[src/hdl/dg_config.svh]
`ifndef DG_CONFIG_SVH
`define DG_CONFIG_SVH

`define DG_GRID_X       4                                   // Units per round
`define DG_ROUNDS       3                                   // Measurement rounds kept
`define DG_EDGE_WEIGHT  2                                   // Growth of a fully grown edge

`define DG_UNITS        (`DG_GRID_X * `DG_ROUNDS)
`define DG_H_EDGES      ((`DG_GRID_X - 1) * `DG_ROUNDS)     // Links inside a round
`define DG_V_EDGES      (`DG_GRID_X * (`DG_ROUNDS - 1))     // Links between rounds
`define DG_EDGES        (`DG_H_EDGES + `DG_V_EDGES)

`define DG_ADDR_W       $clog2(`DG_UNITS)
`define DG_GROWTH_W     $clog2(`DG_EDGE_WEIGHT + 1)

// Enough cycles for a root to walk across the whole grid
`define DG_MERGE_CYCLES `DG_UNITS

`endif

[src/hdl/dg_pkg.sv]
`include "dg_config.svh"

package dg_pkg;

    // Unit address is round * DG_GRID_X + column
    typedef logic [`DG_ADDR_W-1:0] unit_addr_t;

    typedef logic [`DG_GROWTH_W-1:0] growth_t;

    typedef logic [`DG_UNITS-1:0] unit_vec_t;

    // In-round links first (round, then column c to c+1),
    // then links between rounds (lower round, then column)
    typedef logic [`DG_EDGES-1:0] edge_vec_t;

    typedef logic [$clog2(`DG_MERGE_CYCLES + 1)-1:0] merge_cnt_t;

    typedef enum logic [1:0] {
        IDLE  = 2'd0,
        GROW  = 2'd1,
        MERGE = 2'd2,
        DONE  = 2'd3
    } dg_stage_e;

endpackage

[src/hdl/dg_grid_if.sv]
`timescale 1ns/1ps

interface dg_grid_if;
    import dg_pkg::*;

    dg_stage_e stage;                                       // Global stage from the FSM
    logic      clear;                                       // Load strobe, one cycle
    unit_vec_t unit_active;                                 // Cluster active per unit
    edge_vec_t edge_grown;                                  // Fully grown per link

    modport ctrl (
        output stage,
        output clear
    );

    modport units (
        input  stage,
        input  clear,
        input  edge_grown,
        output unit_active
    );

    modport edges (
        input  stage,
        input  clear,
        input  unit_active,
        output edge_grown
    );

endinterface

[src/hdl/dg_stage_ctrl.sv]
`timescale 1ns/1ps

module dg_stage_ctrl (
    input  logic    clk,
    input  logic    rst_n_i,
    input  logic    load_i,
    input  logic    run_i,
    input  logic    merge_last_i,
    output logic    start_o,
    output logic    busy_o,
    output logic    done_o,
    dg_grid_if.ctrl grid
);
    import dg_pkg::*;

    dg_stage_e state_q;
    dg_stage_e state_d;
    logic      load_ok;
    logic      run_ok;

    // Strobes only count while idle, load wins over run
    assign load_ok = (state_q == IDLE) && load_i;
    assign run_ok  = (state_q == IDLE) && run_i && !load_i;

    always_comb begin
        state_d = state_q;
        case (state_q)
            IDLE:    if (run_ok) state_d = GROW;
            GROW:    state_d = MERGE;                       // Single grow step
            MERGE:   if (merge_last_i) state_d = DONE;
            DONE:    state_d = IDLE;
            default: state_d = IDLE;
        endcase
    end

    always_ff @(posedge clk or negedge rst_n_i) begin
        if (!rst_n_i) begin
            state_q    <= IDLE;
            grid.clear <= 1'b0;
            start_o    <= 1'b0;
        end else begin
            state_q    <= state_d;
            grid.clear <= load_ok;                          // Arrays act one cycle later
            start_o    <= run_ok;                           // High during GROW
        end
    end

    assign grid.stage = state_q;
    assign busy_o     = (state_q == GROW) || (state_q == MERGE);
    assign done_o     = (state_q == DONE);

endmodule

[src/hdl/dg_merge_timer.sv]
`timescale 1ns/1ps

`include "dg_config.svh"

module dg_merge_timer (
    input  logic clk,
    input  logic rst_n_i,
    input  logic start_i,
    output logic merge_last_o
);
    import dg_pkg::*;

    merge_cnt_t cnt_q;
    logic       running_q;

    always_ff @(posedge clk or negedge rst_n_i) begin
        if (!rst_n_i) begin
            cnt_q     <= '0;
            running_q <= 1'b0;
        end else if (start_i) begin
            cnt_q     <= merge_cnt_t'(`DG_MERGE_CYCLES - 1);
            running_q <= 1'b1;
        end else if (running_q) begin
            if (cnt_q == '0) running_q <= 1'b0;             // Merge phase over
            else cnt_q <= cnt_q - 1'b1;
        end
    end

    assign merge_last_o = running_q && (cnt_q == '0);

endmodule

[src/hdl/dg_unit_array.sv]
`timescale 1ns/1ps

`include "dg_config.svh"

module dg_unit_array (
    input  logic                                 clk,
    input  logic                                 rst_n_i,
    input  logic [`DG_GRID_X-1:0]                measurements_i,
    output dg_pkg::unit_addr_t [`DG_UNITS-1:0]   roots_o,
    dg_grid_if.units                             grid
);
    import dg_pkg::*;

    localparam int HE = `DG_GRID_X - 1;                     // In-round links per round

    unit_vec_t  meas_q;
    unit_vec_t  meas_shift;
    unit_vec_t  active_q;
    unit_vec_t  act_nxt;
    unit_addr_t root_q   [`DG_UNITS];
    unit_addr_t root_nxt [`DG_UNITS];

    // Newest row enters the top round, every other round takes the one above
    assign meas_shift = {measurements_i, meas_q[`DG_UNITS-1:`DG_GRID_X]};

    for (genvar u = 0; u < `DG_UNITS; u++) begin : g_unit
        localparam int R = u / `DG_GRID_X;
        localparam int C = u % `DG_GRID_X;

        // Directions are west, east, down, up
        localparam bit HAS [4] = '{C > 0, C < HE, R > 0, R < `DG_ROUNDS - 1};
        localparam int NB  [4] = '{
            HAS[0] ? u - 1 : u,
            HAS[1] ? u + 1 : u,
            HAS[2] ? u - `DG_GRID_X : u,
            HAS[3] ? u + `DG_GRID_X : u
        };
        localparam int EI  [4] = '{
            HAS[0] ? R * HE + C - 1 : 0,
            HAS[1] ? R * HE + C : 0,
            HAS[2] ? `DG_H_EDGES + (R - 1) * `DG_GRID_X + C : 0,
            HAS[3] ? `DG_H_EDGES + R * `DG_GRID_X + C : 0
        };

        unit_addr_t root_n;
        logic       act_n;

        // Smallest root and OR of active flags over grown links
        always_comb begin
            root_n = root_q[u];
            act_n  = active_q[u];
            for (int d = 0; d < 4; d++) begin
                if (HAS[d] && grid.edge_grown[EI[d]]) begin
                    if (root_q[NB[d]] < root_n) root_n = root_q[NB[d]];
                    act_n = act_n | active_q[NB[d]];
                end
            end
        end

        assign root_nxt[u] = root_n;
        assign act_nxt[u]  = act_n;
        assign roots_o[u]  = root_q[u];
    end

    always_ff @(posedge clk or negedge rst_n_i) begin
        if (!rst_n_i) begin
            meas_q   <= '0;
            active_q <= '0;
            for (int u = 0; u < `DG_UNITS; u++) root_q[u] <= unit_addr_t'(u);
        end else if (grid.clear) begin
            meas_q   <= meas_shift;
            active_q <= meas_shift;                         // A defect starts its own cluster
            for (int u = 0; u < `DG_UNITS; u++) root_q[u] <= unit_addr_t'(u);
        end else if (grid.stage == MERGE) begin
            active_q <= act_nxt;
            root_q   <= root_nxt;
        end
    end

    assign grid.unit_active = active_q;

endmodule

[src/hdl/dg_edge_array.sv]
`timescale 1ns/1ps

`include "dg_config.svh"

module dg_edge_array (
    input  logic     clk,
    input  logic     rst_n_i,
    dg_grid_if.edges grid
);
    import dg_pkg::*;

    localparam int HE = `DG_GRID_X - 1;
    localparam int SW = `DG_GROWTH_W + 1;                   // Sum width before saturation

    growth_t growth_q   [`DG_EDGES];
    growth_t growth_nxt [`DG_EDGES];

    for (genvar e = 0; e < `DG_EDGES; e++) begin : g_edge
        // Endpoints A and B of this link
        localparam int A = (e < `DG_H_EDGES) ? (e / HE) * `DG_GRID_X + e % HE
                                             : e - `DG_H_EDGES;
        localparam int B = (e < `DG_H_EDGES) ? A + 1 : A + `DG_GRID_X;

        logic [SW-1:0] sum;

        // Each active endpoint adds one unit of growth
        assign sum = SW'(growth_q[e]) + SW'(grid.unit_active[A]) + SW'(grid.unit_active[B]);

        assign growth_nxt[e] = (sum >= SW'(`DG_EDGE_WEIGHT)) ? growth_t'(`DG_EDGE_WEIGHT)
                                                            : sum[`DG_GROWTH_W-1:0];

        assign grid.edge_grown[e] = (growth_q[e] == growth_t'(`DG_EDGE_WEIGHT));
    end

    always_ff @(posedge clk or negedge rst_n_i) begin
        if (!rst_n_i) begin
            for (int e = 0; e < `DG_EDGES; e++) growth_q[e] <= '0;
        end else if (grid.clear) begin
            for (int e = 0; e < `DG_EDGES; e++) growth_q[e] <= '0;
        end else if (grid.stage == GROW) begin
            growth_q <= growth_nxt;                         // Kept until the next load
        end
    end

endmodule

[src/hdl/decoding_graph.sv]
`timescale 1ns/1ps

`include "dg_config.svh"

module decoding_graph (
    input  logic                               clk,
    input  logic                               rst_n_i,
    input  logic [`DG_GRID_X-1:0]              measurements_i,
    input  logic                               load_i,
    input  logic                               run_i,
    output logic                               busy_o,
    output logic                               done_o,
    output dg_pkg::unit_addr_t [`DG_UNITS-1:0] roots_o,
    output dg_pkg::unit_vec_t                  cluster_active_o,
    output dg_pkg::edge_vec_t                  edge_grown_o
);

    logic merge_start;
    logic merge_last;

    dg_grid_if u_grid ();

    dg_stage_ctrl u_stage_ctrl (
        .clk          (clk),
        .rst_n_i      (rst_n_i),
        .load_i       (load_i),
        .run_i        (run_i),
        .merge_last_i (merge_last),
        .start_o      (merge_start),
        .busy_o       (busy_o),
        .done_o       (done_o),
        .grid         (u_grid.ctrl)
    );

    dg_merge_timer u_merge_timer (
        .clk          (clk),
        .rst_n_i      (rst_n_i),
        .start_i      (merge_start),
        .merge_last_o (merge_last)
    );

    dg_unit_array u_unit_array (
        .clk            (clk),
        .rst_n_i        (rst_n_i),
        .measurements_i (measurements_i),
        .roots_o        (roots_o),
        .grid           (u_grid.units)
    );

    dg_edge_array u_edge_array (
        .clk     (clk),
        .rst_n_i (rst_n_i),
        .grid    (u_grid.edges)
    );

    assign cluster_active_o = u_grid.unit_active;
    assign edge_grown_o     = u_grid.edge_grown;

endmodule

[config.mk]
export PLATFORM = sky130hd
export DESIGN_NAME = decoding_graph
export DESIGN_NICKNAME = d
export VERILOG_FILES = /design/src/hdl/dg_pkg.sv /design/src/hdl/dg_grid_if.sv /design/src/hdl/dg_stage_ctrl.sv /design/src/hdl/dg_merge_timer.sv /design/src/hdl/dg_unit_array.sv /design/src/hdl/dg_edge_array.sv /design/src/hdl/decoding_graph.sv
export VERILOG_INCLUDE_DIRS = /design/src /design/src/hdl
export SDC_FILE = /design/constraint.sdc
export NUM_CORES = 1
export LEC_CHECK = 0
export ABC_AREA = 1
export BUFFER_PORTS_ARGS = -buffer_cell sky130_fd_sc_hd__buf_4
export CAP_MARGIN = 20
export CORE_AREA = 4 4 107 159
export CTS_CLUSTER_DIAMETER = 200
export DETAILED_ROUTE_END_ITERATION = 8
export DIE_AREA = 0 0 111 163
export PLACE_DENSITY = 0.8
export SLEW_MARGIN = 25
export SYNTH_ARGS = -nofsm -noshare
export SYNTH_HDL_FRONTEND = slang
export SYNTH_SLANG_ARGS = --single-unit
[constraint.sdc]
create_clock -name clk -period 5.6 [get_ports clk]
set_input_delay 0.56 -clock clk [delete_from_list [all_inputs] [get_ports clk]]
set_output_delay 0.56 -clock clk [all_outputs]
set_load 0.01 [all_outputs]
* Yosys cells after proc, flatten, opt, wreduce, memory -nomap -nowiden
Index checks and enable logic that the tools add are counted.
Storage, ports and cells: register bits after elaboration 115, output and inout bits 79, input bits 8, logic and storage cells 323
Cells by class: add/subtract/negate cells 35, reduce and logical (&&, ||, !) cells 13, multiplexer cells 134, bitwise logic cells 31, equality and inequality tests 23, $lt $le $gt $ge 51
Operators by type and width (number):
- 2-to-1 mux 4 bit | 71
- < comparator 4 bit | 34
- 2-to-1 mux 48 bit | 2
- 2-to-1 mux 34 bit | 2
- adder 2 x 1 -> 3 bit | 17
- adder 3 x 1 -> 3 bit | 17
- >= comparator 3 x 2 -> 1 bit, second input constant | 17
- equality test 2 bit, second input constant | 19
- 2-to-1 mux 2 bit | 19
- 2-to-1 mux 1 bit | 37
- OR 1 bit | 31
- 2-to-1 mux 12 bit | 2
- one-hot mux 2 bit (4 select lines) | 1
- nonzero test 2 bit | 3
- logical AND 1 bit | 4
- zero test 4 bit | 1
- != test 2 bit, second input constant | 2
- AND reduction 2 bit | 2
- subtractor 4 x 1 -> 4 bit, second input constant | 1
- equality test 2 x 1 -> 1 bit, second input constant | 1
- zero test 2 bit | 1
- != test 2 x 1 -> 1 bit, second input constant | 1
- zero test 1 bit | 1
- logical OR 1 bit | 1

* Depth between registers and ports, before layout
depth in word-level cells 14, gate-level depth with buffers 36, gate-level depth less buffers 36

* Hierarchy
A second synthesis with hierarchy kept.
Unflattened totals: cells, all modules 1345, area total of the unflattened synthesis 9675.5 µm²
By module, submodules not included:
- dg_unit_array | sequential area each 1726.7 µm², times used 1, area each 6817.8 µm², cells each 1012
- dg_edge_array | sequential area each 850.8 µm², times used 1, area each 2331.0 µm², cells each 274
- dg_merge_timer | sequential area each 125.1 µm², times used 1, area each 305.3 µm², cells each 34
- dg_stage_ctrl | sequential area each 100.1 µm², times used 1, area each 221.5 µm², cells each 25

* Worst setup path after synthesis
Ideal clock, no wire load.
path type register to register, start register u_unit_array.root_q, in the netlist u_unit_array.roots_o[27], end register u_unit_array.root_q, in the netlist u_unit_array.roots_o[24], data required time 5.474 ns, data arrival time 4.535 ns, path buffers 0, stages on the path, launching flop included 24, period minus slack after synthesis 4.661 ns, path slack 0.939 ns, library setup time 0.126 ns, cells stage by stage dfrtp_1 > inv_1 > ha_1 > nand2_1 > nand2_1 > nor2_8 > nand2_2 > nand2_1 > o21ai_0 > ha_1 > a211oi_1 > nand2_2 > nand2_1 > o21a_1 > inv_1 > ha_1 > a211oi_1 > nand2_2 > o21a_1 > ha_1 > a2111oi_0 > nand3_1 > nand3_1 > o21ai_1
Between the ends: longest elaborated chain between the ends 14
RTL lines:
- start, declared | RTL line dg_unit_array.sv:20 | unit_addr_t root_q [`DG_UNITS];
- start signal, assigned | RTL line dg_unit_array.sv:76 | root_q <= root_nxt;
- < comparator 4 bit | RTL line dg_unit_array.sv:54 | if (root_q[NB[d]] < root_n) root_n = root_q[NB[d]];
- 2-to-1 mux 4 bit | RTL line dg_unit_array.sv:54
- 2-to-1 mux 4 bit (*) | RTL line dg_unit_array.sv:53 | if (HAS[d] && grid.edge_grown[EI[d]]) begin
- < comparator 4 bit | RTL line dg_unit_array.sv:54
- 2-to-1 mux 4 bit | RTL line dg_unit_array.sv:54
- 2-to-1 mux 4 bit (*) | RTL line dg_unit_array.sv:53
- < comparator 4 bit | RTL line dg_unit_array.sv:54
- 2-to-1 mux 4 bit | RTL line dg_unit_array.sv:54
- 2-to-1 mux 4 bit (*) | RTL line dg_unit_array.sv:53
- < comparator 4 bit | RTL line dg_unit_array.sv:54
- 2-to-1 mux 4 bit | RTL line dg_unit_array.sv:54
- 2-to-1 mux 4 bit (*) | RTL line dg_unit_array.sv:53
- 2-to-1 mux 48 bit (*) | RTL line dg_unit_array.sv:74 | end else if (grid.stage == MERGE) begin
- 2-to-1 mux 48 bit (*) | RTL line dg_unit_array.sv:70 | end else if (grid.clear) begin
Mark *: on every way between the ends. The rest lies on a longest branch, timed or not. The select of a mux whose other input is x is not followed. A chain may end at the register's enable or synchronous reset.

* Final worst setup path
start register u_unit_array.root_q, in the netlist u_unit_array.roots_o[27], end register u_unit_array.root_q, in the netlist u_unit_array.roots_o[26]
Same word-level chain as after synthesis.

==> flow_summary.yaml <==
run_status:
  outcome: "complete, no violations"
sta:
  fmax_mhz: 213.5
  fin_crit_sh_pct: 83.64
  clock_skew_ns: 0.01217
  drv_slew: 0
  tns_ns: 0
  rsz0062_at_grt: "no"
  holdWs_ns: 0.2519
  relSlewSlack_pct: 35.44
  finalHoldViolations: 0
  finalSetupViolations: 0
  worst_slew_pin_slew_ns: 0.9624
  period_needed_ns: 4.684
global_routing:
  grt_max_degree: 61
  grt_use_total_pct: 29.30
  overflow: 0
  grt_pass1_wl_um: 42970
  antenna_found_initial: 0
  grt_pass1_vias: 8807
yosys:
  synth_top_family_by_area: "simple AND/OR/NAND/NOR gates"
  synth_seq_cells: 111
  syn-num-nets: 1415
  syn_inst: 1267
  avgSynthCellArea_sq_um: 7.406
  synth-xor-area-share_pct: 0
  synth-seq-area-share_pct: 29.87
  yosysTopAreaCell: "dfrtp_1"
  synth_edf_count: 0
  synth_compound_area_share_pct: 17.79
  yosys.area.top_type_share_pct: 24.27
  synthArstFlopShare_pct: 100.0
  synth-main-ff-cell: "dfrtp_1"
  yosys-top-cells-area: "dfrtp_1, ha_1, nand2_1"
  synth_area_sq_um: 9384
  ys_types: 40
  synth-simple-area-share_pct: 21.51
  ys.warnings.count: 0
  synthMuxAreaShare_pct: 0
  synth_fa_ha_area_share_pct: 20.03
cells_and_area:
  mostFrequentLayoutCell: "nand2_1"
  layout-drive-gt1-share_pct: 13.26
  fill_cells: 1370
  multi_input_area_sq_um: 5569
  n_antenna_cell: 0
  final_cell_mix: "nand2_1, inv_1, o21ai_0"
  nNetsFinal: 1500
  syn_to_final_growth_pct: 12.80
  seqCellArea_sq_um: 2803
detailed_routing:
  wire_per_inst_um: 16.81
  via_per_inst: 5.803
  vias: 9052
  wirelength_um: 26220
  drc: 0
  first_pass_iters: 5
  ant_nets: 0
  dr.first_iter.drc_count: 658
floorplan:
  start_util_pct: 60.06
  fp.dieW_um: 111
  die_area_sq_um: 18090
  coreArea_sq_um: 15630
  die_h_um: 163
  num_rows: 56
  io_pins: 87
cts:
  h-tree-depth: 3
  cts_resized: 0
  postCtsSetupBuffers: 0
  clkSinkCount: 111
  cts-buffers-inserted: 9
  clockRootBuffer: "clkbuf_16"
  cts_tree: "yes"
  holdBufCountCts: 0
  clockBufferDepth: 2
  insertion_delay_ns: 0.37
  clk_pin_slew_ns: 0.08
critical_path:
  cp_top_family: "compound AO/OA/AOI/OAI gates"
  worstPathRequired_ns: 5.91
  worst_path_most_repeated_cell: "nand2_1"
  cp_max_fo: 11
  path_buf_inv: 4
  cp-start-kind: "flip-flop"
  worst_ep_arrival_time_ns: 4.99
  path_class: "flip-flop to flip-flop"
  max_stage_delay_ns: 0.67
  end_kind: "flip-flop"
  crit_slowest_cell: "dfrtp_1"
placement:
  dp_hpwl_um: 19890
  port_buffers: 86
  gp_congestion: 0.9345
flow_run:
  drv_cap: 0
min_path:
  hold_path.class: "primary input to asynchronous set/reset pin"
==> layout make-up <==
class                      count  share of cell area (%)
timing repair buffer          96                   6.808
clock inverter                 7                  0.9220
multi-input combinational    890                   52.61
tap                          203                   2.400
sequential                   111                   26.48
clock buffer                   9                   2.128
inverter                     244                   8.652
==> routing by layer <==
| metal | GRT usage (%) | share of wire [%] |
|---|---|---|
| met5 | 0 | 0 |
| met4 | 13.95 | 3.9 |
| met3 | 3.755 | 6.5 |
| met2 | 53.65 | 51 |
| met1 | 33.72 | 38 |
==> cells by family (layout without fill, tap and decap cells) <==
group	Yosys count	in the layout
flip-flops	111	111
buffers and inverters	266	356
adder cells (fa/ha/maj)	140	140
AND/OR/NAND/NOR	471	471
AO/OA/AOI/OAI	279	279
==> sequential cells by signal, indices dropped and copies added (netlist names) <==
| signal | flops |
|---|---|
| u_merge_timer.running_q | 1 |
| u_stage_ctrl.grid.clear | 1 |
| u_unit_array.roots_o | 48 |
| u_edge_array.growth_q | 34 |
| u_unit_array.grid.unit_active | 12 |
| u_unit_array.meas_q | 8 |
| u_stage_ctrl.grid.stage | 2 |
| u_stage_ctrl.start_o | 1 |
| u_merge_timer.cnt_q | 4 |
==> final timing paths <==
path,start,to,slack (ns),cells past startpoint
max,u_unit_array.roots_o[27],u_unit_array.roots_o[26],0.92,26
min,rst_n_i,u_edge_array.growth_q[13],0.25,1
max reg2reg,u_unit_array.roots_o[27],u_unit_array.roots_o[26],0.92,26
min reg2reg,u_unit_array.meas_q[8],u_unit_array.meas_q[8],0.48,2
max in group asynchronous,rst_n_i,u_edge_array.growth_q[4],4.11,2
min in group clk,load_i,u_stage_ctrl.start_o,0.35,2
==> metrics by stage <==
| step | area, sq um | worst slack [ns] | util (%) | cells |
|---|---|---|---|---|
| 6_report | 10590 | 0.9159 | 67.75 | 1560 |
| 4_1_cts | 10580 | 0.9630 | 67.73 | 1560 |
| 2_1_floorplan | 9384 | 0.9392 | - | 1267 |
| 3_3_place_gp | 10260 | 1.175 | 65.66 | 1544 |
| 3_5_place_dp | 10260 | 0.9985 | 65.66 | 1544 |
| 5_1_grt | 10590 | 0.5377 | 67.75 | 1560 |
==> synth_stat cells (8+ instances only) <==
cell / number
a211oi_1: 22
o21ai_1: 15
o221ai_1: 9
ha_1: 123
clkbuf_1: 19
nand2_1: 282
o21ai_0: 125
nand2_2: 23
o21a_1: 9
fa_1: 17
a31oi_1: 8
a21oi_1: 31
o22ai_1: 20
nand3_1: 79
o211ai_1: 13
nor3_1: 8
inv_1: 235
nor2_1: 62
inv_2: 9
a221oi_1: 8
dfstp_2: 20
dfrtp_1: 91
Power is left out: the tool's default activity adds up to more than one toggle a clock period on the data nets, which glitch-free logic cannot reach.
